`src/rtl/osf_data_pkg.sv`:
```
package osf_data_pkg;

    // --------------------------------------------------
    // Data path defaults
    // --------------------------------------------------

    // Number of time-multiplexed channels
    localparam int DEF_N_CHAN = 8;

    // Signed sample width on input and output
    localparam int DEF_W_DATA = 18;

    // Accumulator width, small enough to saturate at os 5
    localparam int DEF_W_SUM  = 22;

    // Exponent width, os 0 to 7, 8-bit sample count
    localparam int DEF_W_OS   = 3;

endpackage

```
`src/rtl/osf_map_pkg.sv`:
```
package osf_map_pkg;

    // --------------------------------------------------
    // Register address map
    // --------------------------------------------------

    // Per-channel registers, channel carried on wr_chan
    typedef enum logic [15:0] {
        // Oversample exponent, low bits of wr_data
        OVR_OS_ADDR  = 16'h0010,
        // One-shot clear, wr_data bit 0
        OVR_CLR_RQST = 16'h0011
    } reg_addr_e;

    // --------------------------------------------------
    // Write strobe bus field widths
    // --------------------------------------------------
    localparam int W_WR_ADDR = 16;
    localparam int W_WR_CHAN = 16;
    localparam int W_WR_DATA = 48;

endpackage

```
`src/rtl/osf_filter.sv`:
```
`timescale 1ns/10ps

module osf_filter
    import osf_data_pkg::*;
#(
    parameter int N_CHAN = DEF_N_CHAN,
    parameter int W_DATA = DEF_W_DATA,
    parameter int W_SUM  = DEF_W_SUM,
    parameter int W_OS   = DEF_W_OS,
    localparam int W_CHAN = (N_CHAN > 1) ? $clog2(N_CHAN) : 1
) (
    input  logic                      clk_in,
    input  logic                      rst,

    // Sample stream in
    input  logic                      dv_in,
    input  logic [W_CHAN-1:0]         chan_in,
    input  logic signed [W_DATA-1:0]  data_in,

    // From register block
    input  logic [N_CHAN*W_OS-1:0]    os_modes,
    input  logic [N_CHAN-1:0]         clr_rqst,

    // Averaged stream out
    output logic                      dv_out,
    output logic [W_CHAN-1:0]         chan_out,
    output logic signed [W_DATA-1:0]  data_out
);

    // --------------------------------------------------
    // Constants
    // --------------------------------------------------

    // Count must reach 2^os, os up to 2^W_OS-1
    localparam int W_COUNT   = 2**W_OS;
    // One guard bit above the wider operand
    localparam int W_SUM_INT = ((W_SUM > W_DATA) ? W_SUM : W_DATA) + 1;

    // Signed limits of the accumulator
    localparam logic signed [W_SUM-1:0] MAX_SUM = {1'b0, {(W_SUM-1){1'b1}}};
    localparam logic signed [W_SUM-1:0] MIN_SUM = {1'b1, {(W_SUM-1){1'b0}}};

    // --------------------------------------------------
    // Per-channel accumulation state
    // --------------------------------------------------
    logic signed [W_SUM-1:0] sum_mem   [N_CHAN];
    logic [W_COUNT-1:0]      count_mem [N_CHAN];

    // --------------------------------------------------
    // Stage 1: fetch
    // --------------------------------------------------
    logic                     flush_p1;
    logic                     dv_p1;
    logic [W_CHAN-1:0]        chan_p1;
    logic signed [W_DATA-1:0] din_p1;
    logic signed [W_SUM-1:0]  sum_p1;
    logic [W_COUNT-1:0]       count_p1;

    // Incoming sample of a channel being cleared
    assign flush_p1 = rst || clr_rqst[chan_in];

    always_ff @(posedge clk_in) begin
        if (flush_p1) begin
            dv_p1 <= 1'b0;
        end else begin
            dv_p1 <= dv_in;
        end
    end

    // Payload and memory read
    always_ff @(posedge clk_in) begin
        chan_p1  <= chan_in;
        din_p1   <= data_in;
        sum_p1   <= sum_mem[chan_in];
        count_p1 <= count_mem[chan_in];
    end

    // --------------------------------------------------
    // Stage 2: accumulate
    // --------------------------------------------------
    logic                        flush_p2;
    logic signed [W_SUM_INT-1:0] sum_int_p2;
    logic signed [W_SUM-1:0]     sum_sat_p2;
    logic                        dv_p2;
    logic [W_CHAN-1:0]           chan_p2;
    logic signed [W_SUM-1:0]     sum_p2;
    logic [W_COUNT-1:0]          count_p2;
    logic [W_OS-1:0]             os_p2;

    assign flush_p2 = rst || clr_rqst[chan_p1];

    always_comb begin
        // Both operands sign-extended to the guard width
        sum_int_p2 = sum_p1 + din_p1;

        // Clamp to accumulator range
        if (sum_int_p2 > MAX_SUM) begin
            sum_sat_p2 = MAX_SUM;
        end else if (sum_int_p2 < MIN_SUM) begin
            sum_sat_p2 = MIN_SUM;
        end else begin
            sum_sat_p2 = sum_int_p2[W_SUM-1:0];
        end
    end

    always_ff @(posedge clk_in) begin
        if (flush_p2) begin
            dv_p2 <= 1'b0;
        end else begin
            dv_p2 <= dv_p1;
        end
    end

    always_ff @(posedge clk_in) begin
        chan_p2  <= chan_p1;
        sum_p2   <= sum_sat_p2;
        count_p2 <= count_p1 + 1'b1;
        // Exponent of this sample's channel
        os_p2    <= os_modes[chan_p1*W_OS +: W_OS];
    end

    // --------------------------------------------------
    // Stage 3: divide and writeback
    // --------------------------------------------------
    logic                        flush_p3;
    logic                        count_sat_p3;
    logic signed [W_SUM_INT-1:0] sum_ext_p3;
    logic signed [W_SUM_INT-1:0] sum_div_p3;
    logic signed [W_SUM-1:0]     sum_wb_p3;
    logic [W_COUNT-1:0]          count_wb_p3;
    logic                        dv_p3;
    logic [W_CHAN-1:0]           chan_p3;
    logic signed [W_DATA-1:0]    dout_p3;

    assign flush_p3 = rst || clr_rqst[chan_p2];

    always_comb begin
        // Count bit os set once 2^os samples are in
        count_sat_p3 = count_p2[os_p2];

        // Arithmetic shift keeps the sign
        sum_ext_p3 = sum_p2;
        sum_div_p3 = sum_ext_p3 >>> os_p2;

        // Restart the channel when it fires
        sum_wb_p3   = count_sat_p3 ? '0 : sum_p2;
        count_wb_p3 = count_sat_p3 ? '0 : count_p2;
    end

    // Writeback, zeroed per channel on reset or clear
    always_ff @(posedge clk_in) begin
        for (int i = 0; i < N_CHAN; i++) begin
            if (rst || clr_rqst[i]) begin
                sum_mem[i]   <= '0;
                count_mem[i] <= '0;
            end else if (dv_p2 && (chan_p2 == W_CHAN'(i))) begin
                sum_mem[i]   <= sum_wb_p3;
                count_mem[i] <= count_wb_p3;
            end
        end
    end

    // Output strobe only on a completed count
    always_ff @(posedge clk_in) begin
        if (flush_p3) begin
            dv_p3 <= 1'b0;
        end else begin
            dv_p3 <= dv_p2 && count_sat_p3;
        end
    end

    always_ff @(posedge clk_in) begin
        chan_p3 <= chan_p2;
        // Truncate the average to sample width
        dout_p3 <= sum_div_p3[W_DATA-1:0];
    end

    // --------------------------------------------------
    // Outputs
    // --------------------------------------------------
    assign dv_out   = dv_p3;
    assign chan_out = chan_p3;
    assign data_out = dout_p3;

endmodule

```
`src/rtl/osf_regs.sv`:
```
`timescale 1ns/10ps

module osf_regs
    import osf_map_pkg::*;
    import osf_data_pkg::*;
#(
    parameter int N_CHAN = DEF_N_CHAN,
    parameter int W_OS   = DEF_W_OS
) (
    input  logic                     clk_in,
    input  logic                     rst,

    // Write strobe bus
    input  logic                     wr_en,
    input  logic [W_WR_ADDR-1:0]     wr_addr,
    input  logic [W_WR_CHAN-1:0]     wr_chan,
    input  logic [W_WR_DATA-1:0]     wr_data,

    // To filter
    output logic [N_CHAN*W_OS-1:0]   os_modes,
    output logic [N_CHAN-1:0]        clr_rqst
);

    localparam int W_CHAN = (N_CHAN > 1) ? $clog2(N_CHAN) : 1;

    // --------------------------------------------------
    // Write decode
    // --------------------------------------------------
    logic              chan_ok;
    logic [W_CHAN-1:0] chan_idx;
    logic              os_we;
    logic              clr_we;

    always_comb begin
        // Out-of-range channels are dropped here
        chan_ok  = (wr_chan < W_WR_CHAN'(N_CHAN));
        chan_idx = wr_chan[W_CHAN-1:0];
        os_we    = 1'b0;
        clr_we   = 1'b0;
        if (wr_en && chan_ok) begin
            case (reg_addr_e'(wr_addr))
                OVR_OS_ADDR:  os_we  = 1'b1;
                OVR_CLR_RQST: clr_we = 1'b1;
                // Unknown address, no effect
                default: ;
            endcase
        end
    end

    // --------------------------------------------------
    // Exponent storage
    // --------------------------------------------------
    logic [W_OS-1:0] os_q [N_CHAN];

    always_ff @(posedge clk_in) begin
        if (rst) begin
            for (int i = 0; i < N_CHAN; i++) begin
                os_q[i] <= '0;
            end
        end else if (os_we) begin
            // Only the low W_OS data bits are kept
            os_q[chan_idx] <= wr_data[W_OS-1:0];
        end
    end

    // Flatten for the filter
    for (genvar g = 0; g < N_CHAN; g++) begin : g_os_flat
        assign os_modes[g*W_OS +: W_OS] = os_q[g];
    end

    // --------------------------------------------------
    // Clear request
    // --------------------------------------------------
    logic [N_CHAN-1:0] clr_q;

    always_ff @(posedge clk_in) begin
        if (rst) begin
            clr_q <= '0;
        end else begin
            // Self-clearing, high for one cycle per write
            clr_q <= '0;
            if (clr_we) begin
                clr_q[chan_idx] <= wr_data[0];
            end
        end
    end

    assign clr_rqst = clr_q;

endmodule

```
`src/rtl/osf_top.sv`:
```
`timescale 1ns/10ps

module osf_top
    import osf_map_pkg::*;
    import osf_data_pkg::*;
#(
    parameter int N_CHAN = DEF_N_CHAN,
    parameter int W_DATA = DEF_W_DATA,
    parameter int W_SUM  = DEF_W_SUM,
    parameter int W_OS   = DEF_W_OS,
    localparam int W_CHAN = (N_CHAN > 1) ? $clog2(N_CHAN) : 1
) (
    input  logic                      clk_in,
    input  logic                      rst,

    // Sample stream
    input  logic                      dv_in,
    input  logic [W_CHAN-1:0]         chan_in,
    input  logic signed [W_DATA-1:0]  data_in,

    // Register writes
    input  logic                      wr_en,
    input  logic [W_WR_ADDR-1:0]      wr_addr,
    input  logic [W_WR_CHAN-1:0]      wr_chan,
    input  logic [W_WR_DATA-1:0]      wr_data,

    // Averaged results
    output logic                      dv_out,
    output logic [W_CHAN-1:0]         chan_out,
    output logic signed [W_DATA-1:0]  data_out
);

    // Register block to filter
    logic [N_CHAN*W_OS-1:0] os_modes;
    logic [N_CHAN-1:0]      clr_rqst;

    // --------------------------------------------------
    // Register block
    // --------------------------------------------------
    osf_regs #(
        .N_CHAN   (N_CHAN),
        .W_OS     (W_OS)
    ) u_osf_regs (
        .clk_in   (clk_in),
        .rst      (rst),
        .wr_en    (wr_en),
        .wr_addr  (wr_addr),
        .wr_chan  (wr_chan),
        .wr_data  (wr_data),
        .os_modes (os_modes),
        .clr_rqst (clr_rqst)
    );

    // --------------------------------------------------
    // Filter pipeline
    // --------------------------------------------------
    osf_filter #(
        .N_CHAN   (N_CHAN),
        .W_DATA   (W_DATA),
        .W_SUM    (W_SUM),
        .W_OS     (W_OS)
    ) u_osf_filter (
        .clk_in   (clk_in),
        .rst      (rst),
        .dv_in    (dv_in),
        .chan_in  (chan_in),
        .data_in  (data_in),
        .os_modes (os_modes),
        .clr_rqst (clr_rqst),
        .dv_out   (dv_out),
        .chan_out (chan_out),
        .data_out (data_out)
    );

endmodule
```
`config.mk`:
```
export PLATFORM = sky130hd
export DESIGN_NAME = osf_top
export DESIGN_NICKNAME = d
export VERILOG_FILES = /design/src/rtl/osf_data_pkg.sv /design/src/rtl/osf_map_pkg.sv /design/src/rtl/osf_filter.sv /design/src/rtl/osf_regs.sv /design/src/rtl/osf_top.sv
export SDC_FILE = /design/constraint.sdc
export NUM_CORES = 1
export LEC_CHECK = 0
export BUFFER_PORTS_ARGS = -buffer_cell sky130_fd_sc_hd__buf_2
export CAP_MARGIN = 20
export CORE_MARGIN = 2
export CORE_UTILIZATION = 38
export CTS_CLUSTER_DIAMETER = 40
export CTS_CLUSTER_SIZE = 25
export DETAILED_ROUTE_END_ITERATION = 8
export MAX_ROUTING_LAYER = met4
export REMOVE_ABC_BUFFERS = 1
export SYNTH_ARGS = -nofsm -noshare
export SYNTH_HDL_FRONTEND = slang
export SYNTH_HIERARCHICAL = 1
export SYNTH_SLANG_ARGS = --single-unit
```
`constraint.sdc`:
```
create_clock -name clk_in -period 4.9 [get_ports clk_in]
set_input_delay 0.98 -clock clk_in [delete_from_list [all_inputs] [get_ports clk_in]]
set_output_delay 0.98 -clock clk_in [all_outputs]
set_load 0.005 [all_outputs]
```
# After elaboration in Yosys (flattened, before gate mapping)
# Memories as Yosys holds them, arrays and structs flattened. A register that Yosys moved wholly into a read port is not among the register bits.
# Index checks and enable logic that the tools add are counted.
# totals
word_cells,162
n_memories,3
ff_bits,89
inputBits,105
ram_bits,264
output_inout_bits,22
# classes
bitwise,18
add_sub_neg,2
shifts,2
n_eq_ne,9
mux,81
multipliers,1
n_reduce_logical,25
magnitude_cmp,9
# memory_table
name,depth,word_bits,read_ports,rd_ports_with_merged_regs,wr,line_no,text
u_osf_filter.sum_mem,8,22,1,1,8,osf_filter.sv:46,logic signed [W_SUM-1:0] sum_mem [N_CHAN];
u_osf_filter.count_mem,8,8,1,1,8,osf_filter.sv:47,logic [W_COUNT-1:0] count_mem [N_CHAN];
u_osf_regs.os_q,8,3,8,0,8,osf_regs.sv:53,logic [W_OS-1:0] os_q [N_CHAN];
# op_table
cell,count
$mux W22,10
$mux W8,9
$mux W1,55
$eq A16 B5 Y1 const B,2
$shiftx A24 B6 Y3,1
$add A22 B18 Y23,1
$gt A23 B22 Y1 const B,1
$lt A23 B22 Y1 const B,1
$sshr A22 B3 Y18,1
$lt A3 B4 Y1 const B,5
$lt A16 B4 Y1 const B,1
$or A1 B1 Y1,16
$bmux W1 S3,4
$eq A3 B3 Y1 const B,4
$logic_and A1 B1 Y1,11
$logic_or A1 B1 Y1,11
$add A8 B1 Y8 const B,1
$and A8 B8 Y8,1
$eq A3 B2 Y1 const B,2
$mux W3,2
$mul A3 B2 Y5 const B,1
$demux W1 S3,1
$eq A3 B1 Y1 const B,1
$ge A3 B1 Y1 const B,1
4 further kinds,4

# Depth between registers and ports, before layout
# Gate-level depths: netlist (run 1).
# depth
ltp_word,8
mapped_depth,11
depth_no_buf,10

# Modules after synthesis
# Netlist (run 1), hierarchy kept.
# by_module_without_submodules
mod,n_inst,area_per_inst_um2,cells_per_inst,seq_area_each_um2
osf_filter,1,15563.7,1110,9429.0
osf_regs,1,1500.2,108,880.8

# Least setup slack after synthesis (run 1)
# OpenSTA, ideal clock, no wires.
# synth_path
kind,reg-to-reg
from,register u_osf_filter.chan_p2[0]
to,"memory u_osf_filter/count_mem[3][0] (netlist name), enable pin"
slack_ns,1.518
path_stages_with_launch,4
arrival_ns,2.923
path_buffers,1
path_cell_list,dfxtp_1 > clkbuf_1 > nand2_1 > o21ai_0
# synth_lines
item,line_no,text
"start, declared",osf_filter.sv:85,logic [W_CHAN-1:0] chan_p2;
"start signal, assigned",osf_filter.sv:115,chan_p2 <= chan_p1;
"end, declared",osf_filter.sv:47,

==> reports/qor.txt, run 1 <==
status - completed
Fin. Hold Viols - 0
initial antenna violation count - 0
gr usage total - 18.3%
Pint - 6340 uW
Nets - 1423
largest net degree at the start of global routing - 41
clk buf depth - 3
mapped cell area - 17100 um^2
Iter 0 DRT Violations - 996
Setup WS pre-CTS - 1.47 ns
number of flops mapped to enable cells by yosys - 264
Core Rows - 77
finished layout cell area - 19900 um^2
I/O pins - 127
Crit Path Max Fanout - 30
Crit Path Class - reg2reg
clock power share - 41.0%
period utilization - 71.6%
grt total ovfl - 0
pwr/cell area - 445 nW/um^2
Async SR Flop Fraction - 0%
Max-Cap Viols - 0
Layout area overhead - 16.8%
Main synth FF type - edfxtp_1
startpoint types - register
slowest cell on the critical path - dfxtp_1
Hold/Removal Path Class - reg2reg
post-synthesis sequential area ratio - 60.4%
Final Total Pwr - 8870 uW
Psw - 2530 uW
H-tree depth - 2
clk slew on worst S/H paths - 0.07 ns
Num Clock Sinks - 383
hpwl dp - 24500 um
Max Slew Vio Count - 0
DRC - 0
clock skew - 0.0263 ns
placed instance area - 18200 um^2
Port Buffers - 81
fmax - 285 MHz
CP Capture Type - register
clk_lat worst skew - 0.59 ns
register share of total power - 46.0%
CTS resizes - 0
WP buf/inv - 2
Comb power frac - 12.9%
Chip Width - 216 um
Sw Ratio - 28.5%
via/cell ratio - 5.26
Max-slew headroom - 32.6%
clock root cell - clkbuf_16
FF-to-FF setup slack - 1.39 ns
DRT Pass-1 Iters - 7
CP max stage delay - 0.77 ns
ANT nets after route - 0
leakage - 0.00739 uW
core area - 44300 um^2
Crit path max-delay family - buffers and inverters
die area - 46600 um^2
Setup Fix Bufs, Post-CTS - 0
VDD IR-drop max - 0.289 mV
worst setup slack after layout - 1.39 ns
vias in the first global route - 10400
library cells used by synthesis - 66
register bit total from synthesis - 383
RSZ-0062 raised after global routing - false
DR WL/cell - 21.2 um
Die Ht - 216 um
Worst EP required - 5.33 ns
Setup Viol. Count Final - 0
Gate Count Post-Synth - 1218
CTS Buf Count - 48
Mean Syn Cell Area - 14.0 um^2
Tmin final - 3.51 ns
Post-Route WL - 40900 um
GP Congestion - 0.794
Syn. warnings - 6
Initial Utilization - 38.5%
first-pass GRT wire length - 62600 um
hold_buf cts - 0
setup TNS - 0 ns
via count - 10100
layout cell share with drive strength beyond 1 - 27.2%
commonest non-fill, non-tap cell in the layout - edfxtp_1
crit-path cells - clkinv_1 -> mux2i_1 -> nor2b_1 -> nand3_1 -> nor4_4 -> buf_4 -> and2_1
Least-Margin Pin Slew - 1.01 ns
Worst EP arrival - 3.94 ns
TritonCTS clock tree - yes
commonest cells after routing, fill and taps aside - edfxtp_1, and2_1, dfxtp_1
flip-flops by register name (all words and copies together) (netlist names), 18 cells and up:
| signal | flops |
|---|---|
| u_osf_filter/din_p1 | 18 |
| u_osf_filter/sum_p1 | 22 |
| u_osf_regs/os_q | 24 |
| u_osf_filter/sum_p2 | 22 |
| u_osf_filter/sum_mem | 176 |
| u_osf_filter/data_out | 18 |
| u_osf_filter/count_mem | 64 |
cells in the mapped netlist (5+ instances only):
master	count	share of area, %
ha_1	23	1.7
o31ai_1	14	0.62
buf_2	10	0.29
a211oi_1	6	0.26
o21ai_1	8	0.23
nor4_2	19	1.4
o211ai_1	6	0.26
xnor2_1	11	0.56
nor2b_1	6	0.22
nand4_1	5	0.18
and2_1	241	8.8
mux2i_1	15	0.88
nand3_1	11	0.32
buf_1	10	0.22
nor2_1	32	0.70
dfxtp_1	119	14
nand2b_1	8	0.29
nor4_1	20	0.73
clkbuf_1	55	1.2
edfxtp_1	264	46
inv_1	10	0.22
nand2_1	41	0.90
a21oi_1	32	0.94
mux2_2	46	3.0
mux4_2	75	9.9
o21ai_0	37	1.1
nor3_1	12	0.35
xor2_1	10	0.51
per-layer routing:
layer  global-route usage [%]  vias to the layer above  routed length, um
met5                        -                        -                  0
met4                     4.00                        0                664
met3                     2.88                       56               2450
met2                     29.2                      312              19500
met1                     24.8                     5040              18200
li1                         -                     4722                  -
stage by stage:
step | cells | util, % | hold slack, ns
3_5_place_dp | 1835 | 41.1 | 0.401
4_1_cts | 1925 | 44.9 | 0.420
3_3_place_gp | 1835 | 41.1 | 0.401
6_report | 1927 | 45.0 | 0.421
2_1_floorplan | 1137 | - | 0.376
5_1_grt | 1926 | 45.0 | 0.430
final timing paths:
check                                start                            to  depth (start not counted)
hold reg to reg   u_osf_filter/count_p1[0]      u_osf_filter/count_p2[0]                          1
setup / recovery     u_osf_filter/os_p2[2]  u_osf_filter/count_mem[4][5]                          7
hold / removal    u_osf_filter/count_p1[0]      u_osf_filter/count_p2[0]                          1
setup reg to reg     u_osf_filter/os_p2[2]  u_osf_filter/count_mem[4][5]                          7
cell families (layout without fill, tap and decap cells):
logic type               count (synthesis)  in the layout  share of synthesized area [%]
buffers and inverters                   93            209                           2.31
flip-flops                             383            383                           60.4
multiplexers                           136            136                           13.8
other                                    0              1                              0
AO/OA/AOI/OAI                          132            132                           4.93
AND/OR/NAND/NOR                        425            425                           15.4
XOR/XNOR                                21             21                           1.08
adder cells (fa/ha/maj)                 28             28                           2.04
cell type report:
class / instances / area [um^2]
clock inverter: 35 / 422
inverter: 12 / 45.0
multi-input combinational: 742 / 6500
fill: 3948 / 24400
tap: 592 / 741
timing repair buffer: 107 / 648
sequential: 383 / 10300
clock buffer: 55 / 1260
antenna: 1 / 2.50
power groups by stage:
stage	Combinational [uW]	Clock [uW]	Sequential [uW]
2_1_floorplan	684	0	4020
3_3_place_gp	1140	0	4130
3_5_place_dp	1140	0	4140
4_1_cts	1150	3700	4080
5_1_grt	1250	3850	4130
6_report	1150	3640	4080
(Power assumes the default switching activity.)
==> run 2: changes to the inputs <==
clock period = 3 ns   (was 4.9 ns; I/O delays follow)
==> reports/qor.txt, run 2 (synthesized netlist as in run 1, its figures left out) <==
status - completed
Crit Path Max Fanout - 4 (-87%)
TritonCTS clock tree - yes
initial antenna violation count - 2 (+2)
biggest regs - u_osf_filter/sum_mem: 176 flops, u_osf_filter/count_mem: 64 flops, u_osf_regs/os_q: 24 flops
setup TNS - 0 ns (unchanged)
Comb power frac - 12.5% (-0.4 points)
Tmin final - 2.80 ns (-0.713 ns)
Hold/Removal Path Class - in2reg
DR WL/cell - 21.1 um (-0.71%)
max FFs per register - 176 (unchanged)
H-tree depth - 2 (unchanged)
Fin. Hold Viols - 0 (unchanged)
Final Total Pwr - 15100 uW (+71%)
layout cell share with drive strength beyond 1 - 28.8% (+1.6 points)
Inst Count DP - 1851 (+0.87%)
Nets - 1444 (+1.5%)
Initial Utilization - 38.5% (unchanged)
via count - 10200 (+1.2%)
ANT nets after route - 0 (unchanged)
WP buf/inv - 1 (-1)
register share of total power - 44.3% (-1.7 points)
Max Slew Vio Count - 0 (unchanged)
RSZ-0062 raised after global routing - false
Crit Path Class - reg2reg
Pint - 10900 uW (+72%)
pwr/cell area - 744 nW/um^2 (+67%)
largest net degree at the start of global routing - 64 (+56%)
first-pass GRT wire length - 63200 um (+0.97%)
startpoint types - register
number of fill cells - 3892 (-1.4%)
CP Capture Type - register
Biggest register - u_osf_filter/sum_mem
clk_lat worst skew - 0.58 ns (about the same)
CTS Buf Count - 54 (+13%)
commonest non-fill, non-tap cell in the layout - edfxtp_1
Iter 0 DRT Violations - 889 (-11%)
GP Congestion - 0.839 (+5.7%)
Worst EP arrival - 3.24 ns (-0.70 ns)
DRC - 0 (unchanged)
Psw - 4250 uW (+68%)
Max-Cap Viols - 0 (unchanged)
Worst EP required - 3.44 ns (-1.89 ns)
clock root cell - clkbuf_16
grt total ovfl - 0 (unchanged)
Least-Margin Pin Slew - 0.683 ns (-0.325 ns)
Max-slew headroom - 54.5% (+22 points)
clk slew on worst S/H paths - 0.06 ns (about the same)
leakage - 0.00757 uW (+2.4%)
DRT Pass-1 Iters - 5 (-2)
commonest cells after routing, fill and taps aside - edfxtp_1, and2_1, dfxtp_1
Port Buffers - 81 (unchanged)
Non-Filler Instances - 1954 (+1.4%)
Die Ht - 216 um (unchanged)
via/cell ratio - 5.24 (-0.24%)
die area - 46600 um^2 (unchanged)
fmax - 358 MHz (+25%)
Post-Route WL - 41200 um (+0.68%)
worst hold slack - 0.128 ns (-0.293 ns)
period utilization - 93.2% (+22 points)
hpwl dp - 24200 um (-1.1%)
clk buf depth - 3 (unchanged)
vias in the first global route - 10600 (+1.8%)
slowest cell on the critical path - maj3_1
gr usage total - 18.3% (+0.046 points)
Core Rows - 77 (unchanged)
Sw Ratio - 28.1% (-0.37 points)
VDD IR-drop max - 0.431 mV (+49%)
final core utilization - 45.9% (+0.95 points)
Setup Fix Bufs, Post-CTS - 0 (unchanged)
core area - 44300 um^2 (unchanged)
Crit path max-delay family - compound AO/OA/AOI/OAI gates
Setup Viol. Count Final - 0 (unchanged)
Num Clock Sinks - 383 (unchanged)
clock power share - 43.2% (+2.2 points)
Chip Width - 216 um (unchanged)
clock skew - 0.0137 ns (-0.0126 ns)
I/O pins - 127 (unchanged)
crit-path cells - ha_1 -> a211oi_1 -> o31a_1 -> buf_4 -> o21ai_1 -> o22a_1 -> and3b_1 -> a211o_1 -> maj3_1
CP max stage delay - 0.39 ns (-0.38 ns)
Layout area overhead - 19.2%
run 2: changes by cell type in the layout (fill, tap and decap cells not counted), moves of 2 or more:
cell        previous run  this run
clkbuf_8               3         0
clkbuf_1               3         1
clkinvlp_4             2         7
inv_16                 2         0
clkbuf_16             48        57
inv_8                  3         6
buf_12                 2        11
inv_6                 10        13
buf_4                 24        31
run 2: final timing paths:
kind / start / endpoint / slack [ns] / cells after the start
setup / recovery: u_osf_filter/din_p1[1] / u_osf_filter/sum_p2[19] / 0.20 / 9
hold / removal: data_in[7] / u_osf_filter/din_p1[7] / 0.13 / 1
setup reg to reg: u_osf_filter/din_p1[1] / u_osf_filter/sum_p2[19] / 0.20 / 9
hold reg to reg: u_osf_filter/chan_p1[2] / u_osf_filter/chan_p2[2] / 0.42 / 0
run 2: final cells by class:
class | count | area (um^2) | share of cell area [%]
sequential | 383 | 10300 | 50.7
multi-input combinational | 742 | 6510 | 32.0
clock buffer | 58 | 1430 | 7.03
timing repair buffer | 122 | 853 | 4.19
tap | 592 | 741 | 3.64
clock inverter | 44 | 460 | 2.26
inverter | 12 | 45.0 | 0.221
antenna | 1 | 2.50 | 0.0123
run 2: stage by stage:
| stage | cell area (um^2) | setup WS, ns |
|---|---|---|
| 2_1_floorplan | 16700 | -0.505 |
| 3_3_place_gp | 18400 | 0.133 |
| 3_5_place_dp | 18400 | 0.0715 |
| 4_1_cts | 20300 | 0.0297 |
| 5_1_grt | 20300 | 0.0388 |
| 6_report | 20300 | 0.204 |
run 2: power groups by stage:
stage / Combinational, uW / Clock, uW / Sequential [uW]
CTS: 1890 / 6640 / 6700
finish: 1890 / 6540 / 6710
global route: 2050 / 6860 / 6790
global placement: 1860 / 0 / 6790
detailed placement: 1870 / 0 / 6800
floorplan: 1120 / 0 / 6570
run 2: layer usage:
layer	GRT usage [%]	part of all wire, %	vias to the layer above
met2	29.5	48	298
met1	24.7	45	5122
met5	-	0	-
met4	4.66	2.0	0
met3	2.35	5.3	67
li1	-	-	4760
run 2: repair_timing:
item,4_1_cts,5_1_grt
setup endpoints to repair,0,17
resized for setup,0,1
hold buffers,0,0
==> run 3: changes to the inputs <==
ABC_AREA = 1   (was default)
==> reports/qor.txt, run 3 <==
status - completed
setup TNS - 0 ns (unchanged)
Setup Fix Bufs, Post-CTS - 0 (unchanged)
top post-synthesis cells by count - nor2_1, edfxtp_1, nand2_1, o21ai_0, dfxtp_1
ANT nets after route - 0 (unchanged)
startpoint types - register
H-tree depth - 2 (unchanged)
clock root cell - clkbuf_16
library cells used by synthesis - 39 (-41%)
vias in the first global route - 13000 (+22%)
biggest regs - u_osf_filter/sum_mem: 176 flops, u_osf_filter/count_mem: 64 flops, u_osf_regs/os_q: 24 flops
mapped cell area - 17000 um^2 (-0.45%)
Die Ht - 215 um (-0.22%)
FF-to-FF setup slack - 0.59 ns (+0.38 ns)
largest net degree at the start of global routing - 128 (+100%)
CP endpoint - u_osf_filter/sum_p2[11]
commonest cells after routing, fill and taps aside - nor2_1, edfxtp_1, nand2_1
Critical Path Source - u_osf_filter/din_p1[0]
Core Rows - 77 (unchanged)
layout cell share with drive strength beyond 1 - 13.4% (-15 points)
via count - 13100 (+28%)
leakage - 0.00801 uW (+5.9%)
period utilization - 80.4% (-13 points)
Nets - 2052 (+42%)
CP max stage delay - 0.43 ns (+0.04 ns)
first-pass GRT wire length - 72000 um (+14%)
Layout area overhead - 18.1%
Post-Route WL - 46400 um (+13%)
via/cell ratio - 5.12 (-2.3%)
number of flops mapped to enable cells by yosys - 264 (unchanged)
Least-Margin Pin Slew - 0.734 ns (+0.0514 ns)
crit-path cells - ha_1 -> inv_1 -> fa_1 -> nor2_1 -> nand2_1 -> nand3_1 -> nand2_1 -> nand3_2 -> nand2_2 -> nand2_2 -> inv_2 -> nand2_2 -> nand2_1
area share of the largest cell type after synthesis - 46.7% (+0.21 points)
max FFs per register - 176 (unchanged)
CP Capture Type - register
Max-Cap Viols - 0 (unchanged)
Hold/Removal Path Class - in2reg
die area - 46400 um^2 (-0.44%)
Setup Viol. Count Final - 0 (unchanged)
clk buf depth - 3 (unchanged)
slowest cell on the critical path - fa_1
Reg2Reg Capture Point - u_osf_filter/sum_p2[11]
cell with the most instances after synthesis - nor2_1
Initial Utilization - 38.5% (about the same)
Fin. Hold Viols - 0 (unchanged)
Iter 0 DRT Violations - 1298 (+46%)
Setup WS pre-CTS - 0.556 ns (+0.484 ns)
worst r2r src - u_osf_filter/din_p1[0]
TritonCTS clock tree - yes
Async SR Flop Fraction - 0% (unchanged)
clk_lat worst skew - 0.60 ns (+0.02 ns)
Mean Syn Cell Area - 9.20 um^2 (-34%)
Worst EP required - 3.46 ns (+0.02 ns)
Gate Count Post-Synth - 1846 (+52%)
commonest non-fill, non-tap cell in the layout - nor2_1
core area - 44100 um^2 (-0.43%)
Main synth FF type - edfxtp_1
pwr/cell area - 760 nW/um^2 (+2.2%)
Biggest register - u_osf_filter/sum_mem
clock skew - 0.0296 ns (+0.0158 ns)
Num Clock Sinks - 383 (unchanged)
DRT Pass-1 Iters - 5 (unchanged)
Crit Path Max Fanout - 21 (+17)
hpwl dp - 27800 um (+15%)
register bit total from synthesis - 383 (unchanged)
DRC - 0 (unchanged)
grt total ovfl - 0 (unchanged)
CTS Buf Count - 53 (-1.9%)
Syn. warnings - 6 (unchanged)
Max Slew Vio Count - 0 (unchanged)
Chip Width - 215 um (-0.22%)
hold_buf cts - 0 (unchanged)
post-synthesis sequential area ratio - 60.7% (+0.27 points)
clk slew on worst S/H paths - 0.06 ns (about the same)
initial antenna violation count - 2 (unchanged)
worst setup slack after layout - 0.587 ns (+0.383 ns)
Final Total Pwr - 15200 uW (+0.75%)
Worst EP arrival - 2.87 ns (-0.37 ns)
worst r2r path cells - 13 (+4)
VDD IR-drop max - 0.466 mV (+8.1%)
fmax - 414 MHz (+16%)
Port Buffers - 81 (unchanged)
gr usage total - 20.7% (+2.4 points)
Max-slew headroom - 51.0% (-3.5 points)
largest area contributor in the netlist - edfxtp_1
diodes inserted - 0 (-1)
CTS resizes - 0 (unchanged)
Synth area leaders - edfxtp_1, dfxtp_1, nor2_1
Tmin final - 2.41 ns (-0.383 ns)
I/O pins - 127 (unchanged)
RSZ-0062 raised after global routing - false
final core utilization - 45.5% (-0.46 points)
Crit Path Class - reg2reg
GP Congestion - 0.877 (+4.5%)
DR WL/cell - 18.1 um (-14%)
==> run 3: cell count changes after synthesis, moves of 16 or more <==
cell | before | now
nand3_1 | 11 | 45
nor2_1 | 32 | 563
nand2_2 | 0 | 28
o21ai_0 | 37 | 184
nor4_2 | 19 | 1
nor4_1 | 20 | 2
clkbuf_1 | 55 | 71
o22ai_1 | 0 | 35
a31oi_1 | 1 | 34
nand2_1 | 41 | 243
mux2_2 | 46 | 0
and2_1 | 241 | 1
inv_1 | 10 | 93
mux4_2 | 75 | 0
==> run 3: how the worst min path moves through the flow <==
stage	start	end	slack, ns	cells past startpoint
final	data_in[14]	u_osf_filter/din_p1[14]	0.11	1
after detailed placement	u_osf_filter/chan_p1[2]	u_osf_filter/chan_p2[2]	0.35	0
after global placement	u_osf_filter/chan_p1[2]	u_osf_filter/chan_p2[2]	0.34	0
after CTS	data_in[14]	u_osf_filter/din_p1[14]	0.09	1
after global routing	data_in[14]	u_osf_filter/din_p1[14]	0.1	1
after floorplan	u_osf_filter/chan_p1[2]	u_osf_filter/chan_p2[2]	0.33	0
==> run 3: kinds of logic (layout without fill, tap and decap cells) <==
family	Yosys count	count (layout)	share of synthesized area (%)
simple gates	927	927	22.2
flops	383	383	60.7
compound gates	293	293	9.32
buf+inv	196	318	4.71
fa+ha+maj	24	24	1.81
xor+xnor	17	17	0.876
mux	6	6	0.354
==> run 3: report_power, final <==
part	switching, uW	internal [uW]	total (uW)
sequential	348	6090	6440
clock	2490	4050	6540
combinational	1570	710	2280
==> run 3: layout make-up <==
type | count | area [um^2]
fill | 4297 | 24100
sequential | 383 | 10300
multi-input combinational | 1267 | 5900
clock buffer | 65 | 1460
timing repair buffer | 116 | 841
tap | 592 | 741
clock inverter | 35 | 429
inverter | 102 | 383
==> run 3: critical path, delay by kind of cell, from the launching register on <==
family,cells,cell delay [ns]
and+or+nand+nor,9,1.21
adders and majority gates,2,0.65
DFF,1,0.32
buffers and inverters,2,0.11
==> run 3: per-layer routing <==
metal	wire, um	vias to the layer above	global-route usage (%)
met2	21600	466	32.8
met4	1060	0	6.00
li1	-	6328	-
met1	20300	6237	26.9
met3	3530	87	4.34
met5	0	-	-
==> run 3: metrics by stage <==
step | area, um^2 | std cells | hold slack (ns)
6_report | 20100 | 2560 | 0.114
5_1_grt | 20100 | 2560 | 0.0965
4_1_cts | 20100 | 2560 | 0.0880
3_5_place_dp | 18200 | 2460 | 0.347
3_3_place_gp | 18100 | 2459 | 0.335
2_1_floorplan | 16600 | 1752 | 0.331
